--- src/source/nes_host_pkg.sv ---
// shared widths, request structs and constants for the emulator host glue
// every design file refers to these by scoped name

`default_nettype none

package nes_host_pkg;

    //////////////////////////////////////////////////
    // widths
    //////////////////////////////////////////////////
    localparam int MEM_ADDR_W = 20;   // halfword address on the 16-bit port
    localparam int RV_ADDR_W  = 23;   // soft-core byte address
    localparam int CPU_ADDR_W = 22;   // console / loader byte address

    // mappers with expansion audio
    localparam logic [7:0] MAPPER_VRC6A = 8'd24;
    localparam logic [7:0] MAPPER_VRC6B = 8'd26;
    localparam logic [7:0] MAPPER_N163  = 8'd19;

    //////////////////////////////////////////////////
    // soft-core and 16-bit memory port
    //////////////////////////////////////////////////
    typedef struct packed {
        logic                 valid;
        logic [RV_ADDR_W-1:0] addr;
        logic [31:0]          wdata;
        logic [3:0]           wstrb;   // all zero is a read
    } rv_req_t;

    typedef struct packed {
        logic                  req;    // toggles once per request
        logic [MEM_ADDR_W-1:0] addr;
        logic [15:0]           din;
        logic [1:0]            ds;
        logic                  we;
    } mem16_req_t;

    typedef enum logic [2:0] {
        IDLE_REQ0,
        WAIT0_REQ1,
        DATA0,
        WAIT1,
        DATA1
    } rv_state_e;

    //////////////////////////////////////////////////
    // pads
    //////////////////////////////////////////////////
    typedef struct packed {
        logic [7:0] byte1;   // shape buttons, active low
        logic [7:0] byte0;   // dpad and start/select, active low
    } pad_rx_t;

    typedef struct packed {
        logic r;
        logic l;
        logic d;
        logic u;
        logic start;
        logic select;
        logic b;
        logic a;
    } nes_buttons_t;

    //////////////////////////////////////////////////
    // loader and console CPU port
    //////////////////////////////////////////////////
    typedef struct packed {
        logic                  write;
        logic [CPU_ADDR_W-1:0] addr;
        logic [7:0]            data;
    } loader_wr_t;

    typedef struct packed {
        logic [CPU_ADDR_W-1:0] addr;
        logic                  read;
        logic                  write;
        logic [7:0]            dout;
    } cpu_mem_t;

    typedef struct packed {
        logic [CPU_ADDR_W-1:0] addr;
        logic                  we;
        logic                  oe;
        logic [7:0]            din;
    } mem8_req_t;

    typedef logic [63:0] mapper_flags_t;

endpackage

`default_nettype wire

--- src/source/rv_mem_bridge.sv ---
// splits a 32-bit soft-core access into one or two 16-bit requests
// on the toggle req/ack memory port; o_rv_ready pulses once at the end

`timescale 1ns/1ps
`default_nettype none

module rv_mem_bridge (
    input  wire                       clk,
    input  wire                       sys_resetn,
    input  nes_host_pkg::rv_req_t     i_rv,
    output logic                      o_rv_ready,
    output logic [31:0]               o_rv_rdata,
    output nes_host_pkg::mem16_req_t  o_mem,
    input  wire                       i_mem_ack,
    input  wire [15:0]                i_mem_dout
);

    nes_host_pkg::rv_state_e state;

    logic        valid_r;
    logic        pending;     // edge seen while busy
    logic        req;
    logic        word;        // 0 lower half, 1 upper half
    logic [1:0]  ds;
    logic [15:0] dout0;       // lower half of a read

    logic        new_req;
    logic        is_write;

    assign new_req  = i_rv.valid & ~valid_r;
    assign is_write = |i_rv.wstrb;

    //////////////////////////////////////////////////
    // memory port
    //////////////////////////////////////////////////
    always_comb begin
        o_mem.req  = req;
        o_mem.addr = {i_rv.addr[20:2], word};
        o_mem.din  = word ? i_rv.wdata[31:16] : i_rv.wdata[15:0];
        o_mem.ds   = ds;
        o_mem.we   = is_write;
    end

    assign o_rv_rdata = {i_mem_dout, dout0};   // upper half still live in DATA1

    //////////////////////////////////////////////////
    // request FSM
    //////////////////////////////////////////////////
    always_ff @(posedge clk) begin
        if (!sys_resetn) begin
            state      <= nes_host_pkg::IDLE_REQ0;
            o_rv_ready <= 1'b0;
            valid_r    <= 1'b0;
            pending    <= 1'b0;
            req        <= 1'b0;
        end else begin
            valid_r    <= i_rv.valid;
            o_rv_ready <= 1'b0;
            if (new_req)
                pending <= 1'b1;

            case (state)
                nes_host_pkg::IDLE_REQ0: begin
                    if (pending || new_req) begin
                        pending <= 1'b0;
                        req     <= ~req;
                        if (is_write && i_rv.wstrb[1:0] == 2'b00) begin
                            // upper half only
                            word  <= 1'b1;
                            ds    <= i_rv.wstrb[3:2];
                            state <= nes_host_pkg::WAIT1;
                        end else begin
                            word  <= 1'b0;
                            ds    <= is_write ? i_rv.wstrb[1:0] : 2'b11;
                            state <= nes_host_pkg::WAIT0_REQ1;
                        end
                    end
                end

                nes_host_pkg::WAIT0_REQ1: begin
                    if (req == i_mem_ack) begin
                        if (is_write && i_rv.wstrb[3:2] == 2'b00) begin
                            o_rv_ready <= 1'b1;        // lower half only, done
                            state      <= nes_host_pkg::IDLE_REQ0;
                        end else begin
                            req  <= ~req;              // second request
                            word <= 1'b1;
                            ds   <= is_write ? i_rv.wstrb[3:2] : 2'b11;
                            if (is_write)
                                state <= nes_host_pkg::WAIT1;
                            else
                                state <= nes_host_pkg::DATA0;
                        end
                    end
                end

                nes_host_pkg::DATA0: begin
                    dout0 <= i_mem_dout;
                    state <= nes_host_pkg::WAIT1;
                end

                nes_host_pkg::WAIT1: begin
                    if (req == i_mem_ack) begin
                        if (is_write) begin
                            o_rv_ready <= 1'b1;
                            state      <= nes_host_pkg::IDLE_REQ0;
                        end else begin
                            state <= nes_host_pkg::DATA1;
                        end
                    end
                end

                nes_host_pkg::DATA1: begin
                    o_rv_ready <= 1'b1;
                    state      <= nes_host_pkg::IDLE_REQ0;
                end

                default: state <= nes_host_pkg::IDLE_REQ0;
            endcase
        end
    end

endmodule

`default_nettype wire

--- src/source/pad_serializer.sv ---
// one controller port: maps dualshock bytes to console button order,
// loads on strobe and shifts out A first on each falling pad clock

`timescale 1ns/1ps
`default_nettype none

module pad_serializer (
    input  wire                    clk,
    input  wire                    sys_resetn,
    input  nes_host_pkg::pad_rx_t  i_pad,
    input  wire                    i_strobe,
    input  wire                    i_pad_clk,
    output logic                   o_data
);

    nes_host_pkg::nes_buttons_t btn;

    logic [7:0] shift_q;
    logic       pad_clk_r;
    logic       clk_fall;

    // pad bytes are active low, console buttons active high
    always_comb begin
        btn.r      = ~i_pad.byte0[5];
        btn.l      = ~i_pad.byte0[7];
        btn.d      = ~i_pad.byte0[6];
        btn.u      = ~i_pad.byte0[4];
        btn.start  = ~i_pad.byte0[3];
        btn.select = ~i_pad.byte0[0];
        btn.b      = ~i_pad.byte1[6];   // cross
        btn.a      = ~i_pad.byte1[5];   // circle
    end

    assign clk_fall = pad_clk_r & ~i_pad_clk;

    always_ff @(posedge clk) begin
        if (!sys_resetn) begin
            shift_q   <= 8'hff;
            pad_clk_r <= 1'b0;
        end else begin
            pad_clk_r <= i_pad_clk;
            if (i_strobe)
                shift_q <= btn;
            if (clk_fall)                        // wins over strobe
                shift_q <= {1'b1, shift_q[7:1]};
        end
    end

    assign o_data = shift_q[0];

endmodule

`default_nettype wire

--- src/source/load_sequencer.sv ---
// console reset and clock reference around a ROM load, loader write
// stretch, CPU memory port mux and mapper flag latch

`timescale 1ns/1ps
`default_nettype none

module load_sequencer (
    input  wire                          clk,
    input  wire                          sys_resetn,
    input  wire                          i_loading,
    input  nes_host_pkg::loader_wr_t     i_loader_wr,
    input  wire                          i_loader_done,
    input  nes_host_pkg::mapper_flags_t  i_loader_flags,
    input  nes_host_pkg::cpu_mem_t       i_cpu_mem,
    output nes_host_pkg::mem8_req_t      o_mem_b,
    output logic                         o_loader_reset,
    output logic                         o_reset_nes,
    output logic                         o_clkref,
    output nes_host_pkg::mapper_flags_t  o_mapper_flags,
    output logic                         o_ext_audio
);

    logic                                loading_r;
    logic                                wr_r;
    logic                                wr_stretch;   // two cycles wide
    logic [nes_host_pkg::CPU_ADDR_W-1:0] ld_addr;
    logic [7:0]                          ld_data;

    //////////////////////////////////////////////////
    // reset and clock reference
    //////////////////////////////////////////////////
    always_ff @(posedge clk) begin
        if (!sys_resetn) begin
            loading_r      <= 1'b0;
            o_loader_reset <= 1'b0;
            o_reset_nes    <= 1'b1;
            o_clkref       <= 1'b0;
        end else begin
            loading_r      <= i_loading;
            o_loader_reset <= i_loading & ~loading_r;
            o_clkref       <= ~o_clkref;
            if (!i_loading && loading_r) begin
                o_reset_nes <= 1'b0;
                o_clkref    <= 1'b1;   // restart phase
            end else if (i_loading && !loading_r) begin
                o_reset_nes <= 1'b1;
            end
        end
    end

    //////////////////////////////////////////////////
    // loader writes and mapper flags
    //////////////////////////////////////////////////
    always_ff @(posedge clk) begin
        if (!sys_resetn) begin
            wr_r           <= 1'b0;
            wr_stretch     <= 1'b0;
            o_mapper_flags <= '0;
        end else begin
            wr_r       <= i_loader_wr.write;
            wr_stretch <= i_loader_wr.write | wr_r;
            if (i_loader_done)
                o_mapper_flags <= i_loader_flags;
        end
    end

    always_ff @(posedge clk) begin
        if (i_loader_wr.write) begin
            ld_addr <= i_loader_wr.addr;
            ld_data <= i_loader_wr.data;
        end
    end

    // loader owns the port for the whole load
    always_comb begin
        o_mem_b.addr = i_loading ? ld_addr : i_cpu_mem.addr;
        o_mem_b.din  = i_loading ? ld_data : i_cpu_mem.dout;
        o_mem_b.oe   = ~i_loading & i_cpu_mem.read;
        o_mem_b.we   = wr_stretch | i_cpu_mem.write;
    end

    assign o_ext_audio = (o_mapper_flags[7:0] == nes_host_pkg::MAPPER_VRC6A) |
                         (o_mapper_flags[7:0] == nes_host_pkg::MAPPER_VRC6B) |
                         (o_mapper_flags[7:0] == nes_host_pkg::MAPPER_N163);

endmodule

`default_nettype wire

--- src/source/nes_host_top.sv ---
// host side glue of the emulator: soft-core memory bridge, two pad
// serializers and the ROM load sequencer; instances only

`timescale 1ns/1ps
`default_nettype none

module nes_host_top (
    input  wire                          clk,
    input  wire                          sys_resetn,
    // soft-core
    input  nes_host_pkg::rv_req_t        i_rv,
    output logic                         o_rv_ready,
    output logic [31:0]                  o_rv_rdata,
    output nes_host_pkg::mem16_req_t     o_mem,
    input  wire                          i_mem_ack,
    input  wire [15:0]                   i_mem_dout,
    // pads
    input  wire                          i_joy_strobe,
    input  wire [1:0]                    i_joy_clk,
    input  nes_host_pkg::pad_rx_t        i_pad1,
    input  nes_host_pkg::pad_rx_t        i_pad2,
    output logic [1:0]                   o_joy_data,
    // loader and console CPU
    input  wire                          i_loading,
    input  nes_host_pkg::loader_wr_t     i_loader_wr,
    input  wire                          i_loader_done,
    input  nes_host_pkg::mapper_flags_t  i_loader_flags,
    input  nes_host_pkg::cpu_mem_t       i_cpu_mem,
    output nes_host_pkg::mem8_req_t      o_mem_b,
    output logic                         o_loader_reset,
    output logic                         o_reset_nes,
    output logic                         o_clkref,
    output nes_host_pkg::mapper_flags_t  o_mapper_flags,
    output logic                         o_ext_audio
);

    rv_mem_bridge u_bridge (
        .clk        (clk),
        .sys_resetn (sys_resetn),
        .i_rv       (i_rv),
        .o_rv_ready (o_rv_ready),
        .o_rv_rdata (o_rv_rdata),
        .o_mem      (o_mem),
        .i_mem_ack  (i_mem_ack),
        .i_mem_dout (i_mem_dout)
    );

    //////////////////////////////////////////////////
    // controller ports
    //////////////////////////////////////////////////
    pad_serializer u_pad1 (
        .clk        (clk),
        .sys_resetn (sys_resetn),
        .i_pad      (i_pad1),
        .i_strobe   (i_joy_strobe),
        .i_pad_clk  (i_joy_clk[0]),
        .o_data     (o_joy_data[0])
    );

    pad_serializer u_pad2 (
        .clk        (clk),
        .sys_resetn (sys_resetn),
        .i_pad      (i_pad2),
        .i_strobe   (i_joy_strobe),   // shared strobe
        .i_pad_clk  (i_joy_clk[1]),
        .o_data     (o_joy_data[1])
    );

    load_sequencer u_loadseq (
        .clk            (clk),
        .sys_resetn     (sys_resetn),
        .i_loading      (i_loading),
        .i_loader_wr    (i_loader_wr),
        .i_loader_done  (i_loader_done),
        .i_loader_flags (i_loader_flags),
        .i_cpu_mem      (i_cpu_mem),
        .o_mem_b        (o_mem_b),
        .o_loader_reset (o_loader_reset),
        .o_reset_nes    (o_reset_nes),
        .o_clkref       (o_clkref),
        .o_mapper_flags (o_mapper_flags),
        .o_ext_audio    (o_ext_audio)
    );

endmodule

`default_nettype wire

--- config.mk ---
export PLATFORM = sky130hd
export DESIGN_NAME = nes_host_top
export DESIGN_NICKNAME = d
export VERILOG_FILES = /design/src/source/nes_host_pkg.sv /design/src/source/rv_mem_bridge.sv /design/src/source/pad_serializer.sv /design/src/source/load_sequencer.sv /design/src/source/nes_host_top.sv
export SDC_FILE = /design/constraint.sdc
export NUM_CORES = 1
export LEC_CHECK = 0
export BUFFER_PORTS_ARGS = -buffer_cell sky130_fd_sc_hd__buf_2
export CORE_AREA = 10 10 156 158
export DETAILED_ROUTE_END_ITERATION = 6
export DIE_AREA = 0 0 166 168
export GPL_TIMING_DRIVEN = 0
export HOLD_SLACK_MARGIN = 0.06
export SYNTH_ARGS = -nofsm -noshare
export SYNTH_HDL_FRONTEND = slang
export SYNTH_HIERARCHICAL = 1
export SYNTH_SLANG_ARGS = --single-unit
--- constraint.sdc ---
create_clock -name clk -period 7.7 [get_ports clk]
set_input_delay 1.54 -clock clk [delete_from_list [all_inputs] [get_ports clk]]
set_output_delay 1.54 -clock clk [all_outputs]
set_load 0.02 [all_outputs]
==> tab_implementation.tex <==
\begin{tabular}{lr}
\hline
Metric & Value \\
\hline
\multicolumn{2}{l}{\textbf{Placement}} \\
\quad Total of buffers placed on input and output ports & 377 \\
\quad Total cell area at the placement stage & 8580 um2 \\
\quad DP HPWL & 16.9 mm \\
\quad Last weighted congestion value of the routability-driven placer & 0.815 \\
\multicolumn{2}{l}{\textbf{Route}} \\
\quad Total Routed Length & 20.6 mm \\
\quad Number of detailed-route iterations in the first pass & 4 \\
\quad Detailed-route DRC error count & 0 \\
\quad DRT iter0 DRCs & 185 \\
\quad Total number of vias & 5124 \\
\quad Via density per instance & 4.25 \\
\quad Residual antenna-violating net count after detailed routing & 0 \\
\quad Routed wire per std cell & 17.1 um \\
\multicolumn{2}{l}{\textbf{Synth}} \\
\quad Distinct cell type count after synthesis & 45 \\
\quad Syn\_area\_per\_cell & 12.3 um2 \\
\quad Syn Nets & 758 \\
\quad Register area share after synthesis & 0.533 \\
\quad Yosys warnings & 6 \\
\quad Synthesis-stage register bit count & 144 \\
\quad Gate count of the mapped netlist & 513 \\
\quad Cell area after synthesis & 6330 um2 \\
\quad Primary FF master, synth & sky130\_fd\_sc\_hd\_\_dfxtp\_1 \\
\quad Post-synth EDFFs & 49 \\
\quad Async set-or-reset flop fraction in the synthesized netlist & 0 \\
\multicolumn{2}{l}{\textbf{Floorplanning}} \\
\quad Die Footprint & 27900 um2 \\
\quad Initial Utilization & 0.295 \\
\quad Vertical die dimension & 168 um \\
\quad Row count & 54 \\
\quad Core footprint & 21400 um2 \\
\quad IO Pins & 418 \\
\quad Die Width & 166 um \\
\multicolumn{2}{l}{\textbf{STA}} \\
\quad Highest attainable clock frequency & 239 MHz \\
\quad Number of failing setup endpoints in the final timing report & 0 \\
\quad Final min period & 4.19 ns \\
\quad Setup skew after layout & 0.0109 ns \\
\quad Final count of pins violating max slew & 0 \\
\quad Relative slew margins & 0.487 \\
\quad Worst-Margin Slew & 0.769 ns \\
\quad Setup repair after global routing missed its margin & false \\
\quad Setup TNS & 0 ns \\
\quad Portion of the clock cycle consumed by the worst path in the final layout & 0.544 \\
\quad Number of hold violations in the final report & 0 \\
\quad Worst hold slack across all endpoints & 0.450 ns \\
\multicolumn{2}{l}{\textbf{Global route}} \\
\quad Vias in the first global route & 5492 \\
\quad Initial antenna violation count & 1 \\
\quad Global-route wire length before repair & 31.6 mm \\
\quad Tot GR Track Use & 0.140 \\
\quad Remaining global-route overflow & 0 \\
\quad Largest net degree at the start of global routing & 33 \\
\multicolumn{2}{l}{\textbf{Worst setup path}} \\
\quad Largest stage delay on the critical path & 0.39 ns \\
\quad Arrival time of data at the critical path endpoint & 2.65 ns \\
\quad Setup slack on the worst flop-to-flop path & 5.98 ns \\
\quad Path depth of the worst reg2reg path & 4 \\
\quad Worst Setup Start Kind & input port \\
\quad Cell type of the slowest stage on the worst timing path & sky130\_fd\_sc\_hd\_\_mux2\_2 \\
\quad Crit end category & primary output \\
\quad Capture instance of the worst register-to-register path & u\_bridge/word \\
\quad Ordered cell list for the critical path & buf\_2, buf\_2, buf\_2, mux2\_2, buf\_2 \\
\quad Largest fanout on the critical path & 10 \\
\quad Buffers and inverters on the worst path & 4 \\
\quad Required time of the critical path & 6.16 ns \\
\quad CP delay by family, top & buffers and inverters \\
\quad Worst path most repeated cell & sky130\_fd\_sc\_hd\_\_buf\_2 \\
\quad Critical path type & in2out \\
\quad Reg2reg start & u\_bridge/req \\
\multicolumn{2}{l}{\textbf{Clocking}} \\
\quad Clock root cell & sky130\_fd\_sc\_hd\_\_clkbuf\_16 \\
\quad Number of buffers inserted for hold repair after clock tree synthesis & 0 \\
\quad \# resized after CTS & 0 \\
\quad CTS tree & done \\
\quad TritonCTS Sinks & 144 \\
\quad Clk pin slew, worst setup/hold paths & 0.06 ns \\
\quad CTS H-tree depth & 4 \\
\quad Clock tree buffer depth & 2 \\
\quad Clock buffers created by TritonCTS & 17 \\
\quad Buffers inserted by post-CTS timing repair & 0 \\
\quad Source-to-sink clock delay at the later pin of the worst-skew pair & 0.42 ns \\
\multicolumn{2}{l}{\textbf{Pwr}} \\
\quad Leak Pwr & 0.00434 uW \\
\quad Pwr per Cell Area & 224 nW/um2 \\
\quad Worst voltage drop across the vdd grid & 0.135 mV \\
\multicolumn{2}{l}{\textbf{Worst hold path}} \\
\quad Class of the most critical hold timing path & reg2reg \\
\quad Worst hold path startpoint & u\_loadseq/wr\_r \\
\quad Worst Hold End & u\_loadseq/wr\_stretch \\
\quad Number of instances on the worst hold path & 1 \\
\multicolumn{2}{l}{\textbf{Layout}} \\
\quad Non-Filler Cell Area, Final & 9150 um2 \\
\quad Sequential standard cell area & 3370 um2 \\
\quad Area of combinational cells with multiple inputs & 2470 um2 \\
\quad Count of filler cells inserted in the layout & 2145 \\
\quad Count of nets after finishing & 1156 \\
\quad Synth-to-Final Area Change & 44.6\% \\
\quad Final Core Density & 0.427 \\
\quad Fraction of layout instances using a drive strength above 1 & 0.583 \\
\multicolumn{2}{l}{\textbf{Run status}} \\
\quad Outcome & finished clean \\
\multicolumn{2}{l}{\textbf{Flow run}} \\
\quad Number of violations of the max-capacitance limit & 0 \\
\hline
\end{tabular}
metrics by stage:
step	worst slack (ns)	cells	power [uW]
after global placement	2.29	1170	1290
final	3.51	1205	2050
after CTS	3.52	1204	2090
after global routing	3.45	1205	2150
after floorplan	3.72	513	1130
after detailed placement	3.52	1172	1290
logic make-up after synthesis:
logic type | after synthesis | share of synthesized area
AO/OA/AOI/OAI | 33 | 0.0455
XOR/XNOR | 1 | 0.00257
adder cells (fa/ha/maj) | 2 | 0.00396
buffers and inverters | 70 | 0.0777
flip-flops | 144 | 0.533
multiplexers | 112 | 0.186
AND/OR/NAND/NOR | 151 | 0.151
power by group:
group	leakage (uW)	internal [uW]	switching (uW)	total [uW]
clock	0.000271	431	350	781
combinational	0.00281	183	220	402
sequential	0.00125	843	25.1	868
total	0.00434	1460	595	2050
worst register-to-register path: stages, from the launching register on:
cell and delay (ns):
sky130_fd_sc_hd__dfxtp_1 0.35, sky130_fd_sc_hd__xnor2_2 0.27, sky130_fd_sc_hd__o31ai_2 0.14, sky130_fd_sc_hd__a2111oi_4 0.39, sky130_fd_sc_hd__and2_1 0.27
sequential cells by signal, indices dropped and copies added, names as in the netlist, 2 cells and up:
name,flops
u_bridge/dout0,16
u_bridge/ds,2
u_bridge/state,3
u_loadseq/ld_addr,22
u_loadseq/ld_data,8
u_loadseq/o_mapper_flags,64
u_pad1/shift_q,8
u_pad2/shift_q,8
final cells by class:
type                            instances  share of cell area
Timing Repair Buffer                  379               0.208
Tap cell                              280              0.0383
Multi-Input combinational cell        299               0.270
Buffer                                 64              0.0513
Clock buffer                           18              0.0480
Inverter                                6             0.00246
Sequential cell                       144               0.369
Clock inverter                         14              0.0130
Antenna cell                            1            0.000274
cell usage in the layout (no fill, tap or decap), types with 2 or more instances in the layout:
cell type	count
sky130_fd_sc_hd__a211oi_2	2
sky130_fd_sc_hd__a21oi_1	2
sky130_fd_sc_hd__and2_1	9
sky130_fd_sc_hd__and2_2	12
sky130_fd_sc_hd__buf_2	383
sky130_fd_sc_hd__buf_4	41
sky130_fd_sc_hd__buf_6	10
sky130_fd_sc_hd__clkbuf_1	9
sky130_fd_sc_hd__clkbuf_16	17
sky130_fd_sc_hd__clkinv_4	3
sky130_fd_sc_hd__clkinvlp_4	2
sky130_fd_sc_hd__dfxtp_1	95
sky130_fd_sc_hd__edfxtp_1	49
sky130_fd_sc_hd__ha_1	2
sky130_fd_sc_hd__inv_1	6
sky130_fd_sc_hd__inv_6	7
sky130_fd_sc_hd__mux2_2	46
sky130_fd_sc_hd__mux2i_1	66
sky130_fd_sc_hd__nand2_1	5
sky130_fd_sc_hd__nand2b_1	3
sky130_fd_sc_hd__nand2b_2	2
sky130_fd_sc_hd__nand3b_1	16
sky130_fd_sc_hd__nand4b_1	2
sky130_fd_sc_hd__nor2_1	21
sky130_fd_sc_hd__nor2_2	2
sky130_fd_sc_hd__nor2b_1	67
sky130_fd_sc_hd__nor2b_4	2
sky130_fd_sc_hd__o21ai_0	5
sky130_fd_sc_hd__o311ai_1	14
sky130_fd_sc_hd__or2b_1	2
cells in the mapped netlist, types with 3 or more instances:
cell type	number	area [um2]
sky130_fd_sc_hd__and2_2	12	90.1
sky130_fd_sc_hd__o311ai_1	14	123
sky130_fd_sc_hd__inv_1	6	22.5
sky130_fd_sc_hd__buf_2	6	30.0
sky130_fd_sc_hd__buf_6	10	113
sky130_fd_sc_hd__nand3b_1	16	120
sky130_fd_sc_hd__nor2b_1	67	419
sky130_fd_sc_hd__mux2i_1	66	661
sky130_fd_sc_hd__o21ai_0	5	25.0
sky130_fd_sc_hd__nand2_1	5	18.8
sky130_fd_sc_hd__buf_4	39	293
sky130_fd_sc_hd__nand2b_1	3	18.8
sky130_fd_sc_hd__nor2_1	21	78.8
sky130_fd_sc_hd__dfxtp_1	95	1900
sky130_fd_sc_hd__mux2_2	46	518
sky130_fd_sc_hd__clkbuf_1	9	33.8
sky130_fd_sc_hd__edfxtp_1	49	1470
sky130_fd_sc_hd__and2_1	9	56.3
how the worst max path moves through the flow:
stage	endpoint	slack [ns]	cells after the start	startpoint
2_1_floorplan	u_bridge/dout0[0]	3.72	2	sys_resetn
3_3_place_gp	u_bridge/dout0[15]	2.29	3	sys_resetn
3_5_place_dp	o_mem_b[28]	3.52	5	i_loading
4_1_cts	o_mem_b[28]	3.52	5	i_loading
5_1_grt	o_mem_b[28]	3.45	5	i_loading
6_report	o_mem_b[28]	3.51	5	i_loading
metal layers:
layer | global-route usage | wire [um]
met1 | 0.158 | 8300
met2 | 0.251 | 10800
met3 | 0.0368 | 1160
met4 | 0.0485 | 326
met5 | 0 | 0
Power figures use the tool's default switching activity.
